==> src/common/nic_pkg.sv <==
// Shared types for the slotted ring network
// Every RTL block and the testbench take the packet layout and the valid rule from here
// A slot is empty when both its source and destination ids are zero

package nic_pkg;

	// ====================
	// Field widths
	// ====================

	// Node ids use six bits, so up to 63 nodes fit with zero kept as "no node"
	localparam int ID_W = 6;

	// Hop counter width, which bounds the largest usable MAX_AGE
	localparam int AGE_W = 3;

	// Packet type code, carried around the ring untouched
	localparam int TYPE_W = 6;

	// Largest age the counter can hold
	localparam int AGE_MAX_REPR = (1 << AGE_W) - 1;

	// Largest node id that still fits in a node_id_t
	localparam int ID_MAX_REPR = (1 << ID_W) - 1;

	// ====================
	// Types
	// ====================

	// A node id, also used for the source and destination fields
	typedef logic [ID_W-1:0] node_id_t;

	// Number of hops a packet has made since it was placed on the ring
	typedef logic [AGE_W-1:0] age_t;

	// Type code of a packet
	typedef logic [TYPE_W-1:0] pkt_type_t;

	// One ring slot
	// The destination sits in the top bits, the age in the bottom bits
	typedef struct packed {
		node_id_t  did;
		node_id_t  sid;
		pkt_type_t typ;
		age_t      age;
	} packet_t;

	// ====================
	// Valid rule
	// ====================

	// A slot holds a packet when either id is nonzero
	// The ager, the matcher and the node all decide slot occupancy through this one function
	function automatic logic pkt_valid(input packet_t pkt);
		return (pkt.sid != '0) || (pkt.did != '0);
	endfunction

endpackage

==> src/nic/nic_ager.sv <==
// Slot ager of one ring stop
// Registers the slot arriving from upstream and counts one hop on a valid packet
// A packet that arrives already at MAX_AGE is removed and a one-cycle drop is flagged

`timescale 1ns/1ps

module nic_ager #(
	parameter int MAX_AGE = 7
) (
	input  logic             clk_i,
	input  logic             reset_i,
	input  nic_pkg::packet_t slot_i,
	output nic_pkg::packet_t aged_o,
	output logic             drop_o
);

	import nic_pkg::*;

	// Incoming packet has made its last allowed hop
	logic    stale;
	packet_t aged_next;

	always_comb begin
		stale = pkt_valid(slot_i) && (slot_i.age == age_t'(MAX_AGE));
		// Empty and stale slots leave as all zero, so the next node sees a free slot
		aged_next = '0;
		if (pkt_valid(slot_i) && !stale) begin
			aged_next = slot_i;
			aged_next.age = slot_i.age + age_t'(1);
		end
	end

	always_ff @(posedge clk_i) begin
		if (reset_i) begin
			aged_o <= '0;
			drop_o <= 1'b0;
		end else begin
			aged_o <= aged_next;
			// One pulse per discarded packet
			drop_o <= stale;
		end
	end

endmodule

==> src/nic/nic_rx_match.sv <==
// Receive matcher of one ring stop
// Looks at the same upstream slot as the ager, in parallel with it
// Flags a delivery when the slot holds a valid packet addressed to this node
// The registered copy of the slot is the delivered packet

`timescale 1ns/1ps

module nic_rx_match (
	input  logic               clk_i,
	input  logic               reset_i,
	input  nic_pkg::packet_t   slot_i,
	input  nic_pkg::node_id_t  node_id_i,
	output logic               take_o,
	output nic_pkg::packet_t   rx_packet_o
);

	import nic_pkg::*;

	// Slot carries a packet for this node
	logic hit;

	always_comb begin
		// The valid check keeps an empty slot from matching, even with a zero id
		hit = pkt_valid(slot_i) && (slot_i.did == node_id_i);
	end

	always_ff @(posedge clk_i) begin
		if (reset_i) begin
			take_o      <= 1'b0;
			rx_packet_o <= '0;
		end else begin
			// Strobe lasts one cycle because the slot moves on at the next edge
			take_o      <= hit;
			// The age seen here is the hop count minus one, since it was not yet bumped
			rx_packet_o <= slot_i;
		end
	end

endmodule

==> src/nic/nic_node.sv <==
// One stop of the slotted ring
// The ager and the receive matcher both register the upstream slot
// The node merges their results, matcher first, and drops its waiting
// transmit packet into the first slot that comes out free

`timescale 1ns/1ps

module nic_node #(
	parameter int NODE_ID = 1,
	parameter int MAX_AGE = 7
) (
	input  logic             clk_i,
	input  logic             reset_i,
	input  nic_pkg::packet_t ring_i,
	output nic_pkg::packet_t ring_o,
	input  logic             tx_strobe_i,
	input  nic_pkg::packet_t tx_packet_i,
	output logic             tx_busy_o,
	output logic             tx_overflow_o,
	output logic             rx_strobe_o,
	output logic             drop_strobe_o,
	output nic_pkg::packet_t rx_packet_o
);

	import nic_pkg::*;

	// ====================
	// Slot pipeline
	// ====================

	packet_t agr_slot;
	logic    agr_drop;
	logic    rx_take;
	packet_t rx_pkt;

	nic_ager #(
		.MAX_AGE (MAX_AGE)
	) u_ager (
		.clk_i   (clk_i),
		.reset_i (reset_i),
		.slot_i  (ring_i),
		.aged_o  (agr_slot),
		.drop_o  (agr_drop)
	);

	nic_rx_match u_rx_match (
		.clk_i       (clk_i),
		.reset_i     (reset_i),
		.slot_i      (ring_i),
		.node_id_i   (node_id_t'(NODE_ID)),
		.take_o      (rx_take),
		.rx_packet_o (rx_pkt)
	);

	// ====================
	// Combine and insert
	// ====================

	// One-deep transmit hold register
	packet_t hold_pkt;
	logic    hold_full;

	// Slot after the receive decision, before any insertion
	packet_t slot_sel;
	// Held packet goes out on this cycle
	logic    insert;
	// Held packet, stamped for the ring
	packet_t tx_stamped;
	// A new strobe would find no room
	logic    busy;

	always_comb begin
		// Delivery frees the slot even when the ager saw it at MAX_AGE
		slot_sel = rx_take ? packet_t'('0) : agr_slot;
		insert = hold_full && !pkt_valid(slot_sel);

		tx_stamped = hold_pkt;
		tx_stamped.sid = node_id_t'(NODE_ID);
		tx_stamped.age = '0;

		ring_o = insert ? tx_stamped : slot_sel;

		// Busy drops in the same cycle the packet enters the ring
		busy = hold_full && !insert;
	end

	always_ff @(posedge clk_i) begin
		if (reset_i) begin
			hold_full     <= 1'b0;
			tx_overflow_o <= 1'b0;
		end else begin
			if (tx_strobe_i && !busy) begin
				// Either the register was empty or it empties on this edge
				hold_full <= 1'b1;
			end else if (insert) begin
				hold_full <= 1'b0;
			end
			// No back-pressure, so a strobe against a full register is lost
			tx_overflow_o <= tx_strobe_i && busy;
		end
	end

	// The packet register only loads on an accepted strobe
	always_ff @(posedge clk_i) begin
		if (tx_strobe_i && !busy) begin
			hold_pkt <= tx_packet_i;
		end
	end

	// ====================
	// Status outputs
	// ====================

	assign tx_busy_o     = busy;
	assign rx_strobe_o   = rx_take;
	assign rx_packet_o   = rx_pkt;
	// A packet delivered at its last hop counts as delivered, not dropped
	assign drop_strobe_o = agr_drop && !rx_take;

endmodule

==> src/hdl/nic_ring.sv <==
// Top level of the slotted ring network
// Builds NUM_NODES ring stops in a loop, so NUM_NODES slots circulate one hop per clock
// One injection port is shared by all nodes and steered by tx_node_i
// Status outputs are gathered into one bit or one packet per node

`timescale 1ns/1ps

module nic_ring #(
	parameter int NUM_NODES = 4,
	parameter int MAX_AGE   = 7
) (
	input  logic                              clk_i,
	input  logic                              reset_i,
	input  logic                              tx_strobe_i,
	input  nic_pkg::node_id_t                 tx_node_i,
	input  nic_pkg::packet_t                  tx_packet_i,
	output logic             [NUM_NODES-1:0]  rx_strobe_o,
	output logic             [NUM_NODES-1:0]  drop_strobe_o,
	output logic             [NUM_NODES-1:0]  tx_busy_o,
	output logic             [NUM_NODES-1:0]  tx_overflow_o,
	output nic_pkg::packet_t [NUM_NODES-1:0]  rx_packet_o
);

	import nic_pkg::*;

	// ====================
	// Configuration checks
	// ====================

	// Every destination must be reachable before a packet ages out,
	// and the age counter and id field must hold the configured values
	if (MAX_AGE < NUM_NODES || MAX_AGE > AGE_MAX_REPR) begin : g_bad_age
		$error("MAX_AGE %0d does not suit %0d nodes", MAX_AGE, NUM_NODES);
	end
	if (NUM_NODES < 1 || NUM_NODES > ID_MAX_REPR) begin : g_bad_nodes
		$error("NUM_NODES %0d does not fit the node id width", NUM_NODES);
	end

	// ====================
	// Injection decode
	// ====================

	// One-hot strobe per node, index k belongs to node id k+1
	// Ids 0 and above NUM_NODES match no entry and are ignored
	logic [NUM_NODES-1:0] tx_sel;

	always_comb begin
		for (int k = 0; k < NUM_NODES; k++) begin
			tx_sel[k] = tx_strobe_i && (tx_node_i == node_id_t'(k + 1));
		end
	end

	// ====================
	// Ring of nodes
	// ====================

	// Slot leaving each node, index k is node id k+1
	packet_t [NUM_NODES-1:0] ring;

	for (genvar k = 0; k < NUM_NODES; k++) begin : g_node
		// The first node closes the loop from the last one
		localparam int PREV = (k == 0) ? NUM_NODES - 1 : k - 1;

		nic_node #(
			.NODE_ID (k + 1),
			.MAX_AGE (MAX_AGE)
		) u_node (
			.clk_i         (clk_i),
			.reset_i       (reset_i),
			.ring_i        (ring[PREV]),
			.ring_o        (ring[k]),
			.tx_strobe_i   (tx_sel[k]),
			.tx_packet_i   (tx_packet_i),
			.tx_busy_o     (tx_busy_o[k]),
			.tx_overflow_o (tx_overflow_o[k]),
			.rx_strobe_o   (rx_strobe_o[k]),
			.drop_strobe_o (drop_strobe_o[k]),
			.rx_packet_o   (rx_packet_o[k])
		);
	end

endmodule

==> config.mk <==
export PLATFORM = sky130hd
export DESIGN_NAME = nic_ring
export DESIGN_NICKNAME = d
export VERILOG_FILES = /design/src/common/nic_pkg.sv /design/src/nic/nic_ager.sv /design/src/nic/nic_rx_match.sv /design/src/nic/nic_node.sv /design/src/hdl/nic_ring.sv
export SDC_FILE = /design/constraint.sdc
export NUM_CORES = 1
export LEC_CHECK = 0
export BUFFER_PORTS_ARGS = -buffer_cell sky130_fd_sc_hd__buf_2
export CAP_MARGIN = 20
export CORE_MARGIN = 4
export CORE_UTILIZATION = 50
export DETAILED_ROUTE_END_ITERATION = 16
export PLACE_DENSITY = 0.72
export SETUP_SLACK_MARGIN = 0.2
export SYNTH_ARGS = -nofsm -noshare
export SYNTH_HDL_FRONTEND = slang
export SYNTH_SLANG_ARGS = --single-unit
==> constraint.sdc <==
create_clock -name clk_i -period 6.7 [get_ports clk_i]
set_clock_uncertainty 0.15 [all_clocks]
set_input_delay 0.67 -clock clk_i [delete_from_list [all_inputs] [get_ports clk_i]]
set_output_delay 0.67 -clock clk_i [all_outputs]
set_load 0.01 [all_outputs]
======== Yosys cells after proc, flatten, opt, wreduce, memory -nomap -nowiden ========
Cells that the tools add are included.
cells by class
  muxes and demuxes ....................... 16
  reduce and logical (&&, ||, !) cells .... 88
  $add $sub $neg .......................... 4
  bitwise operators ....................... 4
  shift operators ......................... 0
  multiply operators ...................... 0
  magnitude comparators ................... 0
  equal/unequal tests ..................... 12
  div/mod/pow operators ................... 0
operators by type and width
  operator                                                          count
  21-bit two-way mux                                                8
  6-bit nonzero test                                                16
  1-bit logical AND                                                 36
  6-bit by 2-bit == test with 1-bit output (second input constant)  4
  1-bit zero test                                                   20
  3-bit by 1-bit adder with 3-bit output (second input constant)    4
  3-bit == test (second input constant)                             4
  6-bit by 1-bit == test with 1-bit output (second input constant)  2
  6-bit by 3-bit == test with 1-bit output (second input constant)  2
  1-bit logical OR                                                  8
  1-bit two-way mux                                                 8
  2-bit nonzero test                                                4
  2-bit OR reduction                                                4
  1-bit inverter                                                    4
word-level totals
  latch bits .............................. 0
  input port bits ......................... 30
  word-level logic and storage cells ...... 180
  RAM bits ................................ 0
  register bits ........................... 232
  bits in read-only memories .............. 0
  memories kept ........................... 0
  output and inout port bits .............. 100

======== Logic depth before layout (Yosys ltp) ========
  word-level depth ........................ 13
  mapped depth ............................ 12
  gate-level depth less buffers ........... 9

======== By module ========
From an unflattened synthesis, not the netlist that was laid out.
second synthesis, totals
  cell total of the unflattened synthesis .. 814
  area total of the unflattened synthesis .. 9024.9 µm²
modules (own cells, without submodules)
  module                           seq. area each (µm²)  instances  area each (µm²)  cells an instance
  nic_ager                         440.4                 4          718.2            62
  nic_rx_match                     440.4                 4          676.9            58
  nic_node (g_node[1].u_node ...)  400.4                 3          847.1            82
  nic_node (g_node[0].u_node)      400.4                 1          848.3            82
  nic_ring                         0.0                   1          55.1             6

======== Least setup slack after synthesis ========
Ideal clock, no wire load.
  path kind ............................... register to register
  from .................................... reg g_node[0].u_node.u_ager.aged_o[15] (netlist name)
  to ...................................... reg g_node[1].u_node.u_ager.aged_o[3] (netlist name)
  path buffers ............................ 2
  data required time ...................... 6485 ps
  slack ................................... 3792 ps
  setup time .............................. 65 ps
  cell stages (with the launch flop) ...... 12
  data arrival time ....................... 2693 ps
  period minus slack after synthesis ...... 2908 ps
  path through ............................ dfxtp_1 or4_1 clkbuf_1 nor4_2 nor2_1 ha_1 ha_1 or2_2 clkbuf_1 nor2_1 a22oi_2 nor2_1
RTL lines
  element                   RTL line        text
  start: declaration        nic_ager.sv:13  output nic_pkg::packet_t aged_o,
  start signal: assignment  nic_ager.sv:38  aged_o <= aged_next;
  end signal: assignment    nic_ager.sv:38
  end: declaration          nic_ager.sv:13

==> metrics <==
Routed Antenna Nets 0; cell depth of the worst flop-to-flop path 8; final core utilization 61.02%; worst hold path depth 1; gpl congestion between 0.9 and 1; Buffers on Ports 120; largest net degree at the start of global routing 56; EDFF count, synth between 40 and 50; Layout Nets around 830; std cell rows 44; HPWL Detailed 13,560 µm; Routed WL between 15,000 and 20,000 µm; global route total overflow 0; Max Fanout on Critical Path 11; postcts setup bufs 0; Vias per Instance 5.447; H-tree depth 1; top-count cell post-synth dfxtp_1; crit start category flop; Commonest cells post-synth dfxtp_1 (184), nor2_1 (126), edfxtp_1 (48); pwr/cell area 298.0 nW/µm²; Antenna Cells 0; Die Ht 131.5 µm; CTS tree yes; Slew Limit Fails 0; Syn. warnings 0; R2R Path End g_node[3].u_node.u_ager.aged_o[0]; final hold vios 0; Clock Pin Slew Worst Setup and Hold Paths about 0.060 ns; vias in the first global route 5,449; leading area contributor after synthesis dfxtp_1; post-cts sizing count 0; Min-Delay Path Class input pin to flop; Synth Cell Area around 7600 µm²; peak supply drop between 0.0002 and 0.00025 V; Initial DRC Count 472; global-route wire length before repair 29,180 µm; Crit Path Class flop to flop; Final period util a little over half; Critical Path AT 3.75 ns; area growth from synthesis to layout 18.03%; worst setup margin approximately 3.2 ns; HP Start tx_packet_i[8]; vias after detailed routing around 5,400; final setup violation count 0; Cells after DPL roughly 950; highest clock rate 285.5 MHz; synthesized area per cell 11.10 µm²; share of post-route cells with drive strength above 1 21.19%; Die W approximately 130 µm; FF+latch count, synth 232; setup slack at placement about 3.1 ns; Tightest Pin Transition 0.9694 ns; unrepaired setup endpoints after global routing no; Hold EP g_node[3].u_node.hold_pkt[8]; CORE AREA 14,750 µm²; Req. time, crit path 6.95 ns; async set-reset flop share out of synthesis 0%; Most used DFF post-synth dfxtp_1; die area between 15,000 and 20,000 µm²; Setup Total Neg Slack 0 ns; R2R Setup Slk 3.20 ns; origin of the critical flop-to-flop path g_node[2].u_node.u_ager.aged_o[13]; crit path capture type flop; Synth top area share slightly below 50%; max_slew headroom 34.52%; syn nets 725; Num CTS Buffers 23; clock sinks roughly 230; drt drc 0; status complete, no violations; Mapped Cells 687; DRT Pass-1 Iters 6; CTS Buffer Depth 3; main area contributors after synthesis dfxtp_1 (48%), edfxtp_1 (19%), nor2_1 (6.2%); P_leak 3.815 nW; initial antenna violation count 0; post-layout min period about 3.5 ns; Hold-fix buffers, CTS 0; maxcap violations 0; Root Buffer clkbuf_16; Seq/Total Area, Yosys 67.18%; worst-skew pair later-pin latency 0.49 ns; total track usage 21.04%; I/O Pins 130; WL/cell 19.03 µm; Finished Layout Cells 991; Starting Density 51.70%; synth unique cells between 40 and 50
## worst max path at each step
stage                                             from                                  to  slack, ns  depth (start not counted)
floorplan           g_node[0].u_node.u_ager.aged_o[15]   g_node[1].u_node.u_ager.aged_o[3]       3.79                         11
CTS                 g_node[2].u_node.u_ager.aged_o[13]   g_node[3].u_node.u_ager.aged_o[0]       3.34                          8
finish              g_node[2].u_node.u_ager.aged_o[13]   g_node[3].u_node.u_ager.aged_o[0]       3.20                          8
global placement                          tx_node_i[3]        g_node[2].u_node.hold_pkt[6]       3.19                          5
detailed placement                        tx_node_i[3]        g_node[2].u_node.hold_pkt[7]       3.13                          5
global route        g_node[1].u_node.u_ager.aged_o[19]  g_node[2].u_node.u_ager.aged_o[15]       2.92                          9
## where the power goes
group	internal (mW)	switching [mW]	total [mW]
registers	1.43	0.00140	1.43
clock network	0.718	0.497	1.21
logic	0.0104	0.0295	0.0399
total	2.16	0.528	2.68
## registers in the layout, summed over array words and instances, names as in the netlist
name,cells
g_node.u_node.u_ager.aged_o,84
g_node.u_node.u_rx_match.rx_packet_o,84
g_node.u_node.hold_pkt,48
g_node.u_node.hold_full,4
g_node.u_node.tx_overflow_o,4
g_node.u_node.u_ager.drop_o,4
g_node.u_node.u_rx_match.take_o,4
## cell usage in the layout, fill, tap and decap left out, types with 3 or more instances in the layout
cell type	instances
a22oi_1	31
or4_1	5
and2_1	32
a32oi_1	7
o21ai_0	4
inv_1	17
nand2_1	27
clkinv_1	4
clkbuf_16	24
ha_1	8
a21oi_1	33
buf_2	120
a31oi_1	4
or2_2	4
buf_4	8
nor2_1	126
nor2b_1	9
nor3_1	17
nor4_1	10
clkbuf_1	8
nor3b_1	13
nand2b_1	3
nand3b_1	3
a41oi_1	5
dfxtp_1	184
o41ai_1	3
and3_1	10
nand3_1	8
edfxtp_1	48
## worst max-delay path: stages, from the launching register on
cell	delay [ns]
dfxtp_1	0.36
nor4_1	0.54
a41oi_1	0.52
and2_1	0.37
ha_1	0.20
ha_1	0.23
or2_2	0.38
o21bai_1	0.37
nor2_1	0.29
## per-stage QoR
step / cell area [µm²] / power [mW] / hold WS [ns]
6_report: 9004 / 2.683 / 0.2753
5_1_grt: 9004 / 2.763 / 0.2543
4_1_cts: 8974 / 2.699 / 0.2639
3_5_place_dp: 8253 / 1.499 / 0.2914
3_3_place_gp: 8253 / 1.497 / 0.2756
2_1_floorplan: 7629 / 1.479 / 0.2496
## kinds of logic (layout without fill, tap and decap cells)
| group | after synthesis | in the layout | synth area share (%) |
|---|---|---|---|
| fa+ha+maj | 8 | 8 | 1.312 |
| simple gates | 276 | 276 | 17.99 |
| compound gates | 102 | 102 | 9.283 |
| buf+inv | 69 | 189 | 4.232 |
| flops | 232 | 232 | 67.18 |
## layer usage
layer | wire length, µm | track usage (%)
met1 | 7931 | 26.40
met2 | 9219 | 36.73
met3 | 1092 | 3.631
met4 | 617 | 7.468
met5 | 0 | 0
## area by class of cell
type / instances / area [µm²]
inverters: 19 / 71.32
clock inverters: 7 / 62.56
well taps: 184 / 230.2
repair buffers: 129 / 668.1
flip-flops and latches: 232 / 5125
clock buffers: 34 / 658.1
multi-input cells: 386 / 2188
fillers: 1214 / 5751
(Power assumes the default switching activity.)
